[src/hdl/cpu_pkg.sv]
package cpu_pkg;

	localparam int xlen = 32;
	localparam int reg_addr_w = 5;

	typedef logic [xlen-1:0] word_t;
	typedef logic [reg_addr_w-1:0] reg_addr_t;

	// major opcodes, bits 31:26
	typedef enum logic [5:0] {
		op_special = 6'h00,
		op_regimm  = 6'h01,
		op_j       = 6'h02,
		op_jal     = 6'h03,
		op_beq     = 6'h04,
		op_bne     = 6'h05,
		op_blez    = 6'h06,
		op_bgtz    = 6'h07,
		op_addiu   = 6'h09,
		op_slti    = 6'h0a,
		op_sltiu   = 6'h0b,
		op_andi    = 6'h0c,
		op_ori     = 6'h0d,
		op_xori    = 6'h0e,
		op_lui     = 6'h0f,
		op_lb      = 6'h20,
		op_lh      = 6'h21,
		op_lw      = 6'h23,
		op_lbu     = 6'h24,
		op_lhu     = 6'h25,
		op_sb      = 6'h28,
		op_sh      = 6'h29,
		op_sw      = 6'h2b
	} opcode_e;

	// special function codes, bits 5:0
	typedef enum logic [5:0] {
		fn_sll  = 6'h00,
		fn_srl  = 6'h02,
		fn_sra  = 6'h03,
		fn_sllv = 6'h04,
		fn_srlv = 6'h06,
		fn_srav = 6'h07,
		fn_addu = 6'h21,
		fn_subu = 6'h23,
		fn_and  = 6'h24,
		fn_or   = 6'h25,
		fn_xor  = 6'h26,
		fn_nor  = 6'h27,
		fn_slt  = 6'h2a,
		fn_sltu = 6'h2b
	} funct_e;

	localparam reg_addr_t rt_bltz = 5'd0; // regimm selectors in rt
	localparam reg_addr_t rt_bgez = 5'd1;

	typedef enum logic [3:0] {
		alu_add, alu_sub, alu_slt, alu_sltu,
		alu_and, alu_or, alu_xor, alu_nor,
		alu_sll, alu_srl, alu_sra, alu_lui
	} alu_op_e;

	typedef enum logic [1:0] {wb_alu, wb_mem, wb_link} wb_sel_e;

	typedef enum logic [1:0] {size_byte, size_half, size_word} mem_size_e;

	typedef enum logic [2:0] {
		br_none, br_eq, br_ne, br_gez, br_gtz, br_lez, br_ltz, br_jump
	} branch_e;

	typedef struct packed {
		logic [5:0] opcode;
		reg_addr_t  rs;
		reg_addr_t  rt;
		reg_addr_t  rd;
		logic [4:0] shamt;
		logic [5:0] funct;
	} r_fmt_t;

	typedef struct packed {
		logic [5:0]  opcode;
		reg_addr_t   rs;
		reg_addr_t   rt;
		logic [15:0] imm;
	} i_fmt_t;

	typedef struct packed {
		logic [5:0]  opcode;
		logic [25:0] index;
	} j_fmt_t;

	typedef union packed {
		r_fmt_t r;
		i_fmt_t i;
		j_fmt_t j;
	} instr_t;

endpackage
[src/hdl/cpu_ifs.sv]
`timescale 1ns/1ps

interface decode_if import cpu_pkg::*; ();
	alu_op_e   alu_op;
	logic      use_imm;
	logic      imm_signed;    // sign or zero extend imm
	logic      shamt_var;     // shift count from rs
	wb_sel_e   wb_sel;
	reg_addr_t dest;
	logic      reg_write_req;
	logic      is_load;
	logic      is_store;
	mem_size_e mem_size;
	logic      load_unsigned;
	branch_e   branch;

	modport producer (
		output alu_op, use_imm, imm_signed, shamt_var, wb_sel, dest, reg_write_req,
		output is_load, is_store, mem_size, load_unsigned, branch
	);

	modport consumer (
		input alu_op, use_imm, imm_signed, shamt_var, wb_sel, dest, reg_write_req,
		input is_load, is_store, mem_size, load_unsigned, branch
	);
endinterface

interface rf_if import cpu_pkg::*; ();
	reg_addr_t raddr0;
	reg_addr_t raddr1;
	word_t     rdata0;
	word_t     rdata1;
	logic      we;
	reg_addr_t waddr;
	word_t     wdata;

	modport dec (output raddr0, raddr1);

	modport regs (
		input raddr0, raddr1, we, waddr, wdata,
		output rdata0, rdata1
	);
endinterface

[src/hdl/cpu_top.sv]
`timescale 1ns/1ps

module cpu_top import cpu_pkg::*; #(
	parameter word_t reset_pc = 32'hbfc00000
) (
	input  logic      aclk,
	input  logic      areset_n,

	output word_t     inst_addr,
	input  word_t     inst_rdata,

	output logic      data_en,
	output logic      data_we,
	output logic [3:0] data_be,
	output word_t     data_addr,
	output word_t     data_wdata,
	input  word_t     data_rdata,

	output logic      retire_valid,
	output word_t     retire_pc,
	output logic      wb_en,
	output reg_addr_t wb_addr,
	output word_t     wb_data
);

	decode_if ctrl_bus();
	rf_if     rf_bus();

	instr_t inst;
	word_t  pc;
	word_t  link_addr;
	word_t  alu_result;
	word_t  load_value;
	logic   in_exec;
	logic   retire;

	assign inst = inst_rdata; // memory holds it through EXEC and LOAD

	inst_decoder i_inst_decoder (
		.inst (inst),
		.ctrl (ctrl_bus.producer),
		.rf   (rf_bus.dec)
	);

	reg_file i_reg_file (
		.aclk (aclk),
		.rf   (rf_bus.regs)
	);

	alu i_alu (
		.ctrl   (ctrl_bus.consumer),
		.rs_val (rf_bus.rdata0),
		.rt_val (rf_bus.rdata1),
		.imm    (inst.i.imm),
		.shamt  (inst.r.shamt),
		.result (alu_result)
	);

	mem_lane i_mem_lane (
		.ctrl       (ctrl_bus.consumer),
		.addr_low   (alu_result[1:0]),
		.rt_val     (rf_bus.rdata1),
		.data_rdata (data_rdata),
		.data_be    (data_be),
		.data_wdata (data_wdata),
		.load_value (load_value)
	);

	pc_sequencer #(
		.reset_pc (reset_pc)
	) i_pc_sequencer (
		.aclk      (aclk),
		.areset_n  (areset_n),
		.inst      (inst),
		.ctrl      (ctrl_bus.consumer),
		.rs_val    (rf_bus.rdata0),
		.rt_val    (rf_bus.rdata1),
		.pc        (pc),
		.link_addr (link_addr),
		.in_exec   (in_exec),
		.retire    (retire)
	);

	assign inst_addr = pc;
	assign data_addr = {alu_result[xlen-1:2], 2'b00}; // lanes picked by data_be
	assign data_en   = in_exec & (ctrl_bus.is_load | ctrl_bus.is_store);
	assign data_we   = in_exec & ctrl_bus.is_store;

	always_comb
	begin
		case (ctrl_bus.wb_sel)
			wb_mem:  wb_data = load_value;
			wb_link: wb_data = link_addr;
			default: wb_data = alu_result;
		endcase
	end

	assign wb_en   = retire & ctrl_bus.reg_write_req;
	assign wb_addr = ctrl_bus.dest;

	assign rf_bus.we    = wb_en;
	assign rf_bus.waddr = wb_addr;
	assign rf_bus.wdata = wb_data;

	assign retire_valid = retire;
	assign retire_pc    = pc;

endmodule

[src/hdl/pc_sequencer.sv]
`timescale 1ns/1ps

module pc_sequencer import cpu_pkg::*; #(
	parameter word_t reset_pc = 32'hbfc00000
) (
	input  logic   aclk,
	input  logic   areset_n,
	input  instr_t inst,
	decode_if.consumer ctrl,
	input  word_t  rs_val,
	input  word_t  rt_val,
	output word_t  pc,
	output word_t  link_addr,
	output logic   in_exec,
	output logic   retire
);

	localparam logic [1:0] st_fetch = 2'd0;
	localparam logic [1:0] st_exec  = 2'd1;
	localparam logic [1:0] st_load  = 2'd2;

	logic [1:0] state;
	word_t      pc_plus4;
	word_t      branch_target;
	word_t      jump_target;
	word_t      next_pc;
	logic       taken;

	assign pc_plus4  = pc + 32'd4;
	assign link_addr = pc_plus4;

	assign branch_target = pc_plus4 + {{14{inst.i.imm[15]}}, inst.i.imm, 2'b00};
	assign jump_target   = {pc_plus4[31:28], inst.j.index, 2'b00}; // same 256MB region

	always_comb
	begin
		case (ctrl.branch)
			br_eq:   taken = rs_val == rt_val;
			br_ne:   taken = rs_val != rt_val;
			br_gez:  taken = !rs_val[31];
			br_gtz:  taken = !rs_val[31] && rs_val != '0;
			br_lez:  taken = rs_val[31] || rs_val == '0;
			br_ltz:  taken = rs_val[31];
			br_jump: taken = 1'b1;
			default: taken = 1'b0;
		endcase
	end

	always_comb
	begin
		if (ctrl.branch == br_jump)
			next_pc = jump_target;
		else if (taken)
			next_pc = branch_target;
		else
			next_pc = pc_plus4;
	end

	assign in_exec = state == st_exec;
	assign retire  = (in_exec && !ctrl.is_load) || state == st_load;

	always_ff @(posedge aclk)
	begin
		if (!areset_n)
		begin
			state <= st_fetch;
			pc    <= reset_pc;
		end
		else
		begin
			case (state)
				st_fetch: state <= st_exec;
				st_exec:  state <= ctrl.is_load ? st_load : st_fetch;
				default:  state <= st_fetch;
			endcase
			if (retire)
				pc <= next_pc;
		end
	end

endmodule

[src/hdl/inst_decoder.sv]
`timescale 1ns/1ps

module inst_decoder import cpu_pkg::*; (
	input  instr_t inst,
	decode_if.producer ctrl,
	rf_if.dec rf
);

	logic      imm_alu;
	logic      is_load;
	logic      is_store;
	logic      write;
	reg_addr_t dest;
	alu_op_e   alu_op;
	branch_e   branch;

	assign imm_alu = inst.i.opcode inside {op_addiu, op_slti, op_sltiu, op_andi, op_ori,
		op_xori, op_lui};
	assign is_load  = inst.i.opcode inside {op_lb, op_lbu, op_lh, op_lhu, op_lw};
	assign is_store = inst.i.opcode inside {op_sb, op_sh, op_sw};

	always_comb
	begin
		alu_op = alu_add; // loads and stores use it for the address
		write  = 1'b0;
		dest   = inst.r.rd;
		branch = br_none;
		case (inst.r.opcode)
			op_special:
			begin
				write = 1'b1;
				case (inst.r.funct)
					fn_sll, fn_sllv: alu_op = alu_sll;
					fn_srl, fn_srlv: alu_op = alu_srl;
					fn_sra, fn_srav: alu_op = alu_sra;
					fn_addu: alu_op = alu_add;
					fn_subu: alu_op = alu_sub;
					fn_and:  alu_op = alu_and;
					fn_or:   alu_op = alu_or;
					fn_xor:  alu_op = alu_xor;
					fn_nor:  alu_op = alu_nor;
					fn_slt:  alu_op = alu_slt;
					fn_sltu: alu_op = alu_sltu;
					default: write = 1'b0;
				endcase
			end
			op_regimm:
				if (inst.i.rt == rt_bltz)
					branch = br_ltz;
				else if (inst.i.rt == rt_bgez)
					branch = br_gez;
			op_j: branch = br_jump;
			op_jal:
			begin
				branch = br_jump;
				write  = 1'b1;
				dest   = 5'd31;
			end
			op_beq:   branch = br_eq;
			op_bne:   branch = br_ne;
			op_blez:  branch = br_lez;
			op_bgtz:  branch = br_gtz;
			op_slti:  alu_op = alu_slt;
			op_sltiu: alu_op = alu_sltu;
			op_andi:  alu_op = alu_and;
			op_ori:   alu_op = alu_or;
			op_xori:  alu_op = alu_xor;
			op_lui:   alu_op = alu_lui;
			default: ;
		endcase
		if (imm_alu || is_load)
		begin
			write = 1'b1;
			dest  = inst.i.rt;
		end
	end

	assign ctrl.alu_op        = alu_op;
	assign ctrl.use_imm       = imm_alu | is_load | is_store;
	assign ctrl.imm_signed    = !(inst.i.opcode inside {op_andi, op_ori, op_xori});
	assign ctrl.shamt_var     = inst.r.funct[2]; // sllv, srlv, srav
	assign ctrl.wb_sel        = is_load ? wb_mem : (inst.j.opcode == op_jal ? wb_link : wb_alu);
	assign ctrl.dest          = dest;
	assign ctrl.reg_write_req = write && dest != '0;
	assign ctrl.is_load       = is_load;
	assign ctrl.is_store      = is_store;
	// size sits in opcode[1:0], unsigned flag in opcode[2]
	assign ctrl.mem_size      = inst.i.opcode[1] ? size_word
		: (inst.i.opcode[0] ? size_half : size_byte);
	assign ctrl.load_unsigned = inst.i.opcode[2];
	assign ctrl.branch        = branch;

	assign rf.raddr0 = inst.r.rs;
	assign rf.raddr1 = inst.r.rt;

endmodule

[src/hdl/mem_lane.sv]
`timescale 1ns/1ps

module mem_lane import cpu_pkg::*; (
	decode_if.consumer ctrl,
	input  logic [1:0] addr_low,
	input  word_t      rt_val,
	input  word_t      data_rdata,
	output logic [3:0] data_be,
	output word_t      data_wdata,
	output word_t      load_value
);

	logic [7:0]  byte_sel;
	logic [15:0] half_sel;

	always_comb
	begin
		case (ctrl.mem_size)
			size_byte:
			begin
				data_be    = 4'b0001 << addr_low;
				data_wdata = {4{rt_val[7:0]}};
			end
			size_half:
			begin
				data_be    = addr_low[1] ? 4'b1100 : 4'b0011; // addr bit 0 ignored
				data_wdata = {2{rt_val[15:0]}};
			end
			default:
			begin
				data_be    = 4'b1111;
				data_wdata = rt_val;
			end
		endcase
	end

	assign byte_sel = data_rdata[8*addr_low +: 8];
	assign half_sel = addr_low[1] ? data_rdata[31:16] : data_rdata[15:0];

	always_comb
	begin
		case (ctrl.mem_size)
			size_byte: load_value = {{24{!ctrl.load_unsigned & byte_sel[7]}}, byte_sel};
			size_half: load_value = {{16{!ctrl.load_unsigned & half_sel[15]}}, half_sel};
			default:   load_value = data_rdata;
		endcase
	end

endmodule

[src/hdl/alu.sv]
`timescale 1ns/1ps

module alu import cpu_pkg::*; (
	decode_if.consumer ctrl,
	input  word_t       rs_val,
	input  word_t       rt_val,
	input  logic [15:0] imm,
	input  logic [4:0]  shamt,
	output word_t       result
);

	word_t       ext_imm;
	word_t       op_b;
	logic        subtract;
	logic [xlen:0] sum;
	logic        lt_signed;
	logic        lt_unsigned;
	logic        shift_left;
	logic        fill;
	logic [4:0]  shift_amt;
	word_t       stage [0:5];

	assign ext_imm  = {{16{ctrl.imm_signed & imm[15]}}, imm};
	assign op_b     = ctrl.use_imm ? ext_imm : rt_val;
	assign subtract = ctrl.alu_op inside {alu_sub, alu_slt, alu_sltu};

	// a - b as a + ~b + 1, carry out kept for the unsigned compare
	assign sum = {1'b0, rs_val} + {1'b0, subtract ? ~op_b : op_b} + {{xlen{1'b0}}, subtract};
	assign lt_unsigned = !sum[xlen];
	assign lt_signed   = (rs_val[xlen-1] != op_b[xlen-1]) ? rs_val[xlen-1] : sum[xlen-1];

	// right shifter, left shifts go through bit reversal
	assign shift_left = ctrl.alu_op == alu_sll;
	assign fill       = ctrl.alu_op == alu_sra && rt_val[xlen-1];
	assign shift_amt  = ctrl.shamt_var ? rs_val[4:0] : shamt;
	assign stage[0]   = shift_left ? {<<{rt_val}} : rt_val;

	for (genvar k = 0; k < 5; k++)
	begin : g_shift
		assign stage[k+1] = shift_amt[k] ? {{(2**k){fill}}, stage[k][xlen-1:2**k]} : stage[k];
	end

	always_comb
	begin
		case (ctrl.alu_op)
			alu_slt:  result = {{(xlen-1){1'b0}}, lt_signed};
			alu_sltu: result = {{(xlen-1){1'b0}}, lt_unsigned};
			alu_and:  result = rs_val & op_b;
			alu_or:   result = rs_val | op_b;
			alu_xor:  result = rs_val ^ op_b;
			alu_nor:  result = ~(rs_val | op_b);
			alu_sll:  result = {<<{stage[5]}};
			alu_srl, alu_sra: result = stage[5];
			alu_lui:  result = {imm, 16'h0000};
			default:  result = sum[xlen-1:0]; // add, sub
		endcase
	end

endmodule

[src/hdl/reg_file.sv]
`timescale 1ns/1ps

module reg_file import cpu_pkg::*; (
	input logic aclk,
	rf_if.regs  rf
);

	word_t regs [0:31];

	always_ff @(posedge aclk)
	begin
		if (rf.we && rf.waddr != '0)
			regs[rf.waddr] <= rf.wdata;
	end

	// r0 is hardwired
	assign rf.rdata0 = (rf.raddr0 == '0) ? '0 : regs[rf.raddr0];
	assign rf.rdata1 = (rf.raddr1 == '0) ? '0 : regs[rf.raddr1];

endmodule

[config.mk]
export PLATFORM = sky130hd
export DESIGN_NAME = cpu_top
export DESIGN_NICKNAME = d
export VERILOG_FILES = /design/src/hdl/cpu_pkg.sv /design/src/hdl/cpu_ifs.sv /design/src/hdl/cpu_top.sv /design/src/hdl/pc_sequencer.sv /design/src/hdl/inst_decoder.sv /design/src/hdl/mem_lane.sv /design/src/hdl/alu.sv /design/src/hdl/reg_file.sv
export SDC_FILE = /design/constraint.sdc
export NUM_CORES = 2
export LEC_CHECK = 0
export ABC_CLOCK_PERIOD_IN_PS = 9400
export BUFFER_PORTS_ARGS = -buffer_cell sky130_fd_sc_hd__buf_2
export CAP_MARGIN = 0
export CORE_UTILIZATION = 60
export CTS_BUF_LIST = sky130_fd_sc_hd__clkbuf_16
export CTS_CLUSTER_SIZE = 12
export DETAILED_ROUTE_END_ITERATION = 6
export GPL_ROUTABILITY_DRIVEN = 0
export PLACE_DENSITY = 0.75
export REMOVE_ABC_BUFFERS = 1
export SETUP_SLACK_MARGIN = 0.2
export SYNTH_ARGS = -nofsm -noshare
export SYNTH_HDL_FRONTEND = slang
export SYNTH_HIERARCHICAL = 1
export SYNTH_SLANG_ARGS = --single-unit
[constraint.sdc]
create_clock -name aclk -period 9.4 [get_ports aclk]
set_input_delay 0.47 -clock aclk [delete_from_list [all_inputs] [get_ports aclk]]
set_output_delay 0.47 -clock aclk [all_outputs]
set_load 0.05 [all_outputs]
==> results.txt <==
The longest clock path from root to sink contains 3 buffers. The worst setup path is captured at an output pin. Summing every instance area after synthesis gives 0.0635 mm². In the final design database the tool counted 5140 nets. At the pin with the least slew margin, the transition time is 1.18 ns. The sequential cell area came out at 0.0314 mm². For flop-to-flop paths, the worst setup slack is 1.69 ns. The pin count of the biggest net entering global routing came out at 86. The number of standard cells after synthesis came out at 4740.

The number of iterations in the first detailed-routing pass came out at 7. The pre-CTS setup slack is 0.926 ns. The ratio of final minimum period to clock period is 95.3%.

Derived from the worst setup path, the maximum achievable clock frequency is 112 MHz. The Yosys step of the flow raised 6 warnings. Counting flops with an async set or reset pin after synthesis yields a share of 0%.

The worst reg-to-reg path cell count is 23. The final number of max-transition violations is 0. The die area came out at 0.107 mm². The worst-path maximum fanout is 43. The total wirelength of the detailed-routed design is 230000 µm. In this run, CTS created clock tree buffers numbering 108. The number of standard-cell rows in the floorplan is 119. The synthesized design contains 1024 enable-type register cells. The initial detailed-routing violation count came out at 8314.

The sink count of the clock tree is 1056. Setup total negative slack on the finished layout was measured at 0 ns. The floorplan step set the die width to 327 µm. Cells fill 66.8% of the core in the end. The checks that failed: DRC. The routed length per instance is 36.0 µm. The layout overhead on the synthesized area is 10.5%. The initial utilization of the core area, before any placement, comes to 60.4%. The clock period minus worst slack came out at 8.96 ns. The worst IR drop on VDD came out at 0.000245 V.

The number of antenna violations at the first check in global routing is 17. The worst register-to-register path begins at i_reg_file/regs[24][0]. The number of setup buffers added after CTS is 0. The endpoint identified for the worst register-to-register timing path is i_reg_file/regs[18][8]. Summed over all layers, the global routing overflow is 0. The root buffer selected by CTS is sky130_fd_sc_hd__clkbuf_16. In the synthesized netlist the dominant register cell turns out to be sky130_fd_sc_hd__edfxtp_1. The mean instance size in the synthesized netlist is 13.4 µm². The multi-input combinational cell area came out at 0.0301 mm². Clock-pin slew was measured on the worst setup and hold paths at 0.06 ns. The remaining design rule violation count came out at 4. The number of fillers in the final layout is 7352.

The count of cells in the finished layout, fillers not included, comes to 6411. The total setup violations reported at the end of the flow is 0. The via total after detailed routing is 49150.

The share of synthesized area occupied by flip-flops and latches is 49.4%. The total of max-cap violations came out at 0. The required time reported for the critical path endpoint is 8.93 ns. The number of global-route vias before repair came out at 46902. The global-route wire length before repair is 326000 µm. In the routed layout, each cell is associated on average with a via count of 7.67. The ratio of total power to cell area came out at 211 mW/mm². The finished cells cover 0.0702 mm². The clock insertion delay at the later pin of the skew report is 0.74 ns. TritonCTS built the clock tree. The total count of hold-check failures in the final report came out at 0. For this run, the total global-route usage over all layers was measured as 42.5%. The maximum clock skew at final layout is 0.0453 ns. Setup repair after global routing left no endpoint under its margin.

The unique cell type count in the Yosys netlist is 108. The number of H-tree levels is 3. The fraction of layout cells with a size suffix above 1 is 24.9%. Setup slack closes at 0.440 ns. The kind of launch point of the worst setup path is an input pin. Counting flops and latches in the post-synthesis netlist gives 1056.

The number of buffer cells added on primary ports came out at 232. The min-delay analysis places its worst path in the category input pin to flip-flop. The hold-critical path depth came out at 2. The cell leakage power came out at 24.9 nW. The height of the die is 327 µm. The final HPWL from detailed placement is 146000 µm.

The run finished, with violations left. The critical path arrival came out at 8.49 ns. The area of the placeable core came out at 0.105 mm². In this run the remaining antenna-violating nets after routing total 0.

The placed instance area came out at 0.0669 mm². Including well taps, the total number of placed cells is 6220. The top-level port count came out at 239.

The type of the setup path with the least slack is input pin to output pin. The headroom to the max-slew limit came out at 21.2%. The startpoint of the tightest hold check path is areset_n. The path with the worst hold slack has its endpoint at i_pc_sequencer/pc[27].
-- stage by stage --
stage / hold slack [ns] / power, mW
final: 0.187 / 14.8
after global routing: 0.212 / 15.1
after CTS: 0.152 / 14.6
after detailed placement: 0.456 / 10.6
after global placement: 0.449 / 10.6
after floorplan: 0.435 / 8.90
-- area by class of cell --
cell class              count  area share [%]
flip-flops and latches   1056            44.7
clock inverters            66           0.653
multi-input cells        3169            42.9
inverters                 120           0.644
clock buffers             109            3.89
well taps                1391            2.48
repair buffers            484            4.64
diodes                     16          0.0571
-- what timing repair did --
action                                  4_1_cts  5_1_grt
resized for setup                             0        4
hold buffers                                  0        0
endpoints found under the setup margin        0        4
-- synthesized netlist by cell type (all sizes together), types with 63 or more instances --
| cell | count | share of area [%] |
|---|---|---|
| a211oi | 102 | 1.2 |
| a21oi | 158 | 1.3 |
| a221oi | 66 | 1.1 |
| a22oi | 117 | 1.4 |
| buf | 250 | 2.7 |
| clkbuf | 180 | 1.1 |
| edfxtp | 1024 | 48 |
| ha | 133 | 2.6 |
| inv | 118 | 0.70 |
| mux2 | 116 | 2.1 |
| mux2i | 461 | 7.3 |
| mux4 | 376 | 14 |
| nand2 | 295 | 1.7 |
| nand3 | 63 | 0.50 |
| nor2 | 180 | 1.1 |
| nor2b | 68 | 0.67 |
| o21ai | 228 | 1.8 |
| o221ai | 80 | 1.1 |
| xnor2 | 112 | 1.5 |
-- layout by cell type, fill, tap and decap left out, drive strengths merged, types with 117 or more instances in the layout --
master and instances:
edfxtp 1024, buf 484, mux2i 461, mux4 376, nand2 295, o21ai 228, nor2 180, a21oi 158
inv 146, ha 133, a22oi 117
-- critical path: stages --
cell and delay [ns]:
sky130_fd_sc_hd__buf_6 0.50, sky130_fd_sc_hd__or3b_2 0.77, sky130_fd_sc_hd__buf_4 0.33, sky130_fd_sc_hd__o221ai_1 0.25, sky130_fd_sc_hd__a221oi_2 0.09, sky130_fd_sc_hd__a211oi_2 0.52
sky130_fd_sc_hd__mux2i_1 0.27, sky130_fd_sc_hd__xnor2_1 0.20, sky130_fd_sc_hd__ha_1 0.41, sky130_fd_sc_hd__nand2_1 0.13, sky130_fd_sc_hd__nor3_1 0.06, sky130_fd_sc_hd__a2111oi_0 0.57
sky130_fd_sc_hd__o21ai_0 0.42, sky130_fd_sc_hd__a21oi_1 0.50, sky130_fd_sc_hd__nand4_1 0.15, sky130_fd_sc_hd__a32oi_1 0.23, sky130_fd_sc_hd__a311o_1 0.32, sky130_fd_sc_hd__mux2_2 0.42
sky130_fd_sc_hd__a22oi_4 0.23, sky130_fd_sc_hd__buf_4 0.22, sky130_fd_sc_hd__o221ai_1 0.12, sky130_fd_sc_hd__a22oi_1 0.54, sky130_fd_sc_hd__o21ai_2 0.36, sky130_fd_sc_hd__buf_2 0.32
-- worst max-delay path by stage --
| stage | startpoint | to | slack, ns | cells after the start |
|---|---|---|---|---|
| 6_report | inst_rdata[17] | wb_data[8] | 0.44 | 24 |
| 5_1_grt | inst_rdata[17] | wb_data[8] | 0.29 | 25 |
| 4_1_cts | inst_rdata[17] | wb_data[8] | 0.89 | 24 |
| 3_5_place_dp | inst_rdata[17] | wb_data[8] | 0.93 | 25 |
| 3_3_place_gp | inst_rdata[16] | wb_data[8] | 0.99 | 24 |
| 2_1_floorplan | inst_rdata[31] | i_reg_file/regs[0][29] | -4.61 | 20 |
-- cells by family (layout without fill, tap and decap cells) --
logic type	Yosys count	in the layout	synth area share (%)
AO/OA/AOI/OAI	1072	1072	12.1
XOR/XNOR	138	138	1.90
adder cells (fa/ha/maj)	135	135	2.68
buffers and inverters	550	779	4.49
flip-flops	1056	1056	49.4
multiplexers	953	953	23.1
other	3	54	0.0177
AND/OR/NAND/NOR	833	833	6.33
-- report_power, final --
group	switching (mW)	internal, mW	leakage [nW]	total (mW)
Sequential	0.0427	5.99	9.53	6.03
Combinational	3.48	1.27	13.7	4.75
Clock	1.80	2.19	1.64	3.99
-- registers in the layout, indices dropped and copies added (netlist names) --
signal and cells:
i_pc_sequencer/pc 30, i_pc_sequencer/state 2, i_reg_file/regs 1024
-- layer usage --
metal	GRT usage, %	up-vias	wire (µm)
li1	-	19476	-
met1	53.7	23873	75800
met2	61.4	4612	98200
met3	14.5	1179	37000
met4	30.3	10	19400
met5	0	-	62
Power figures use the tool's default switching activity.
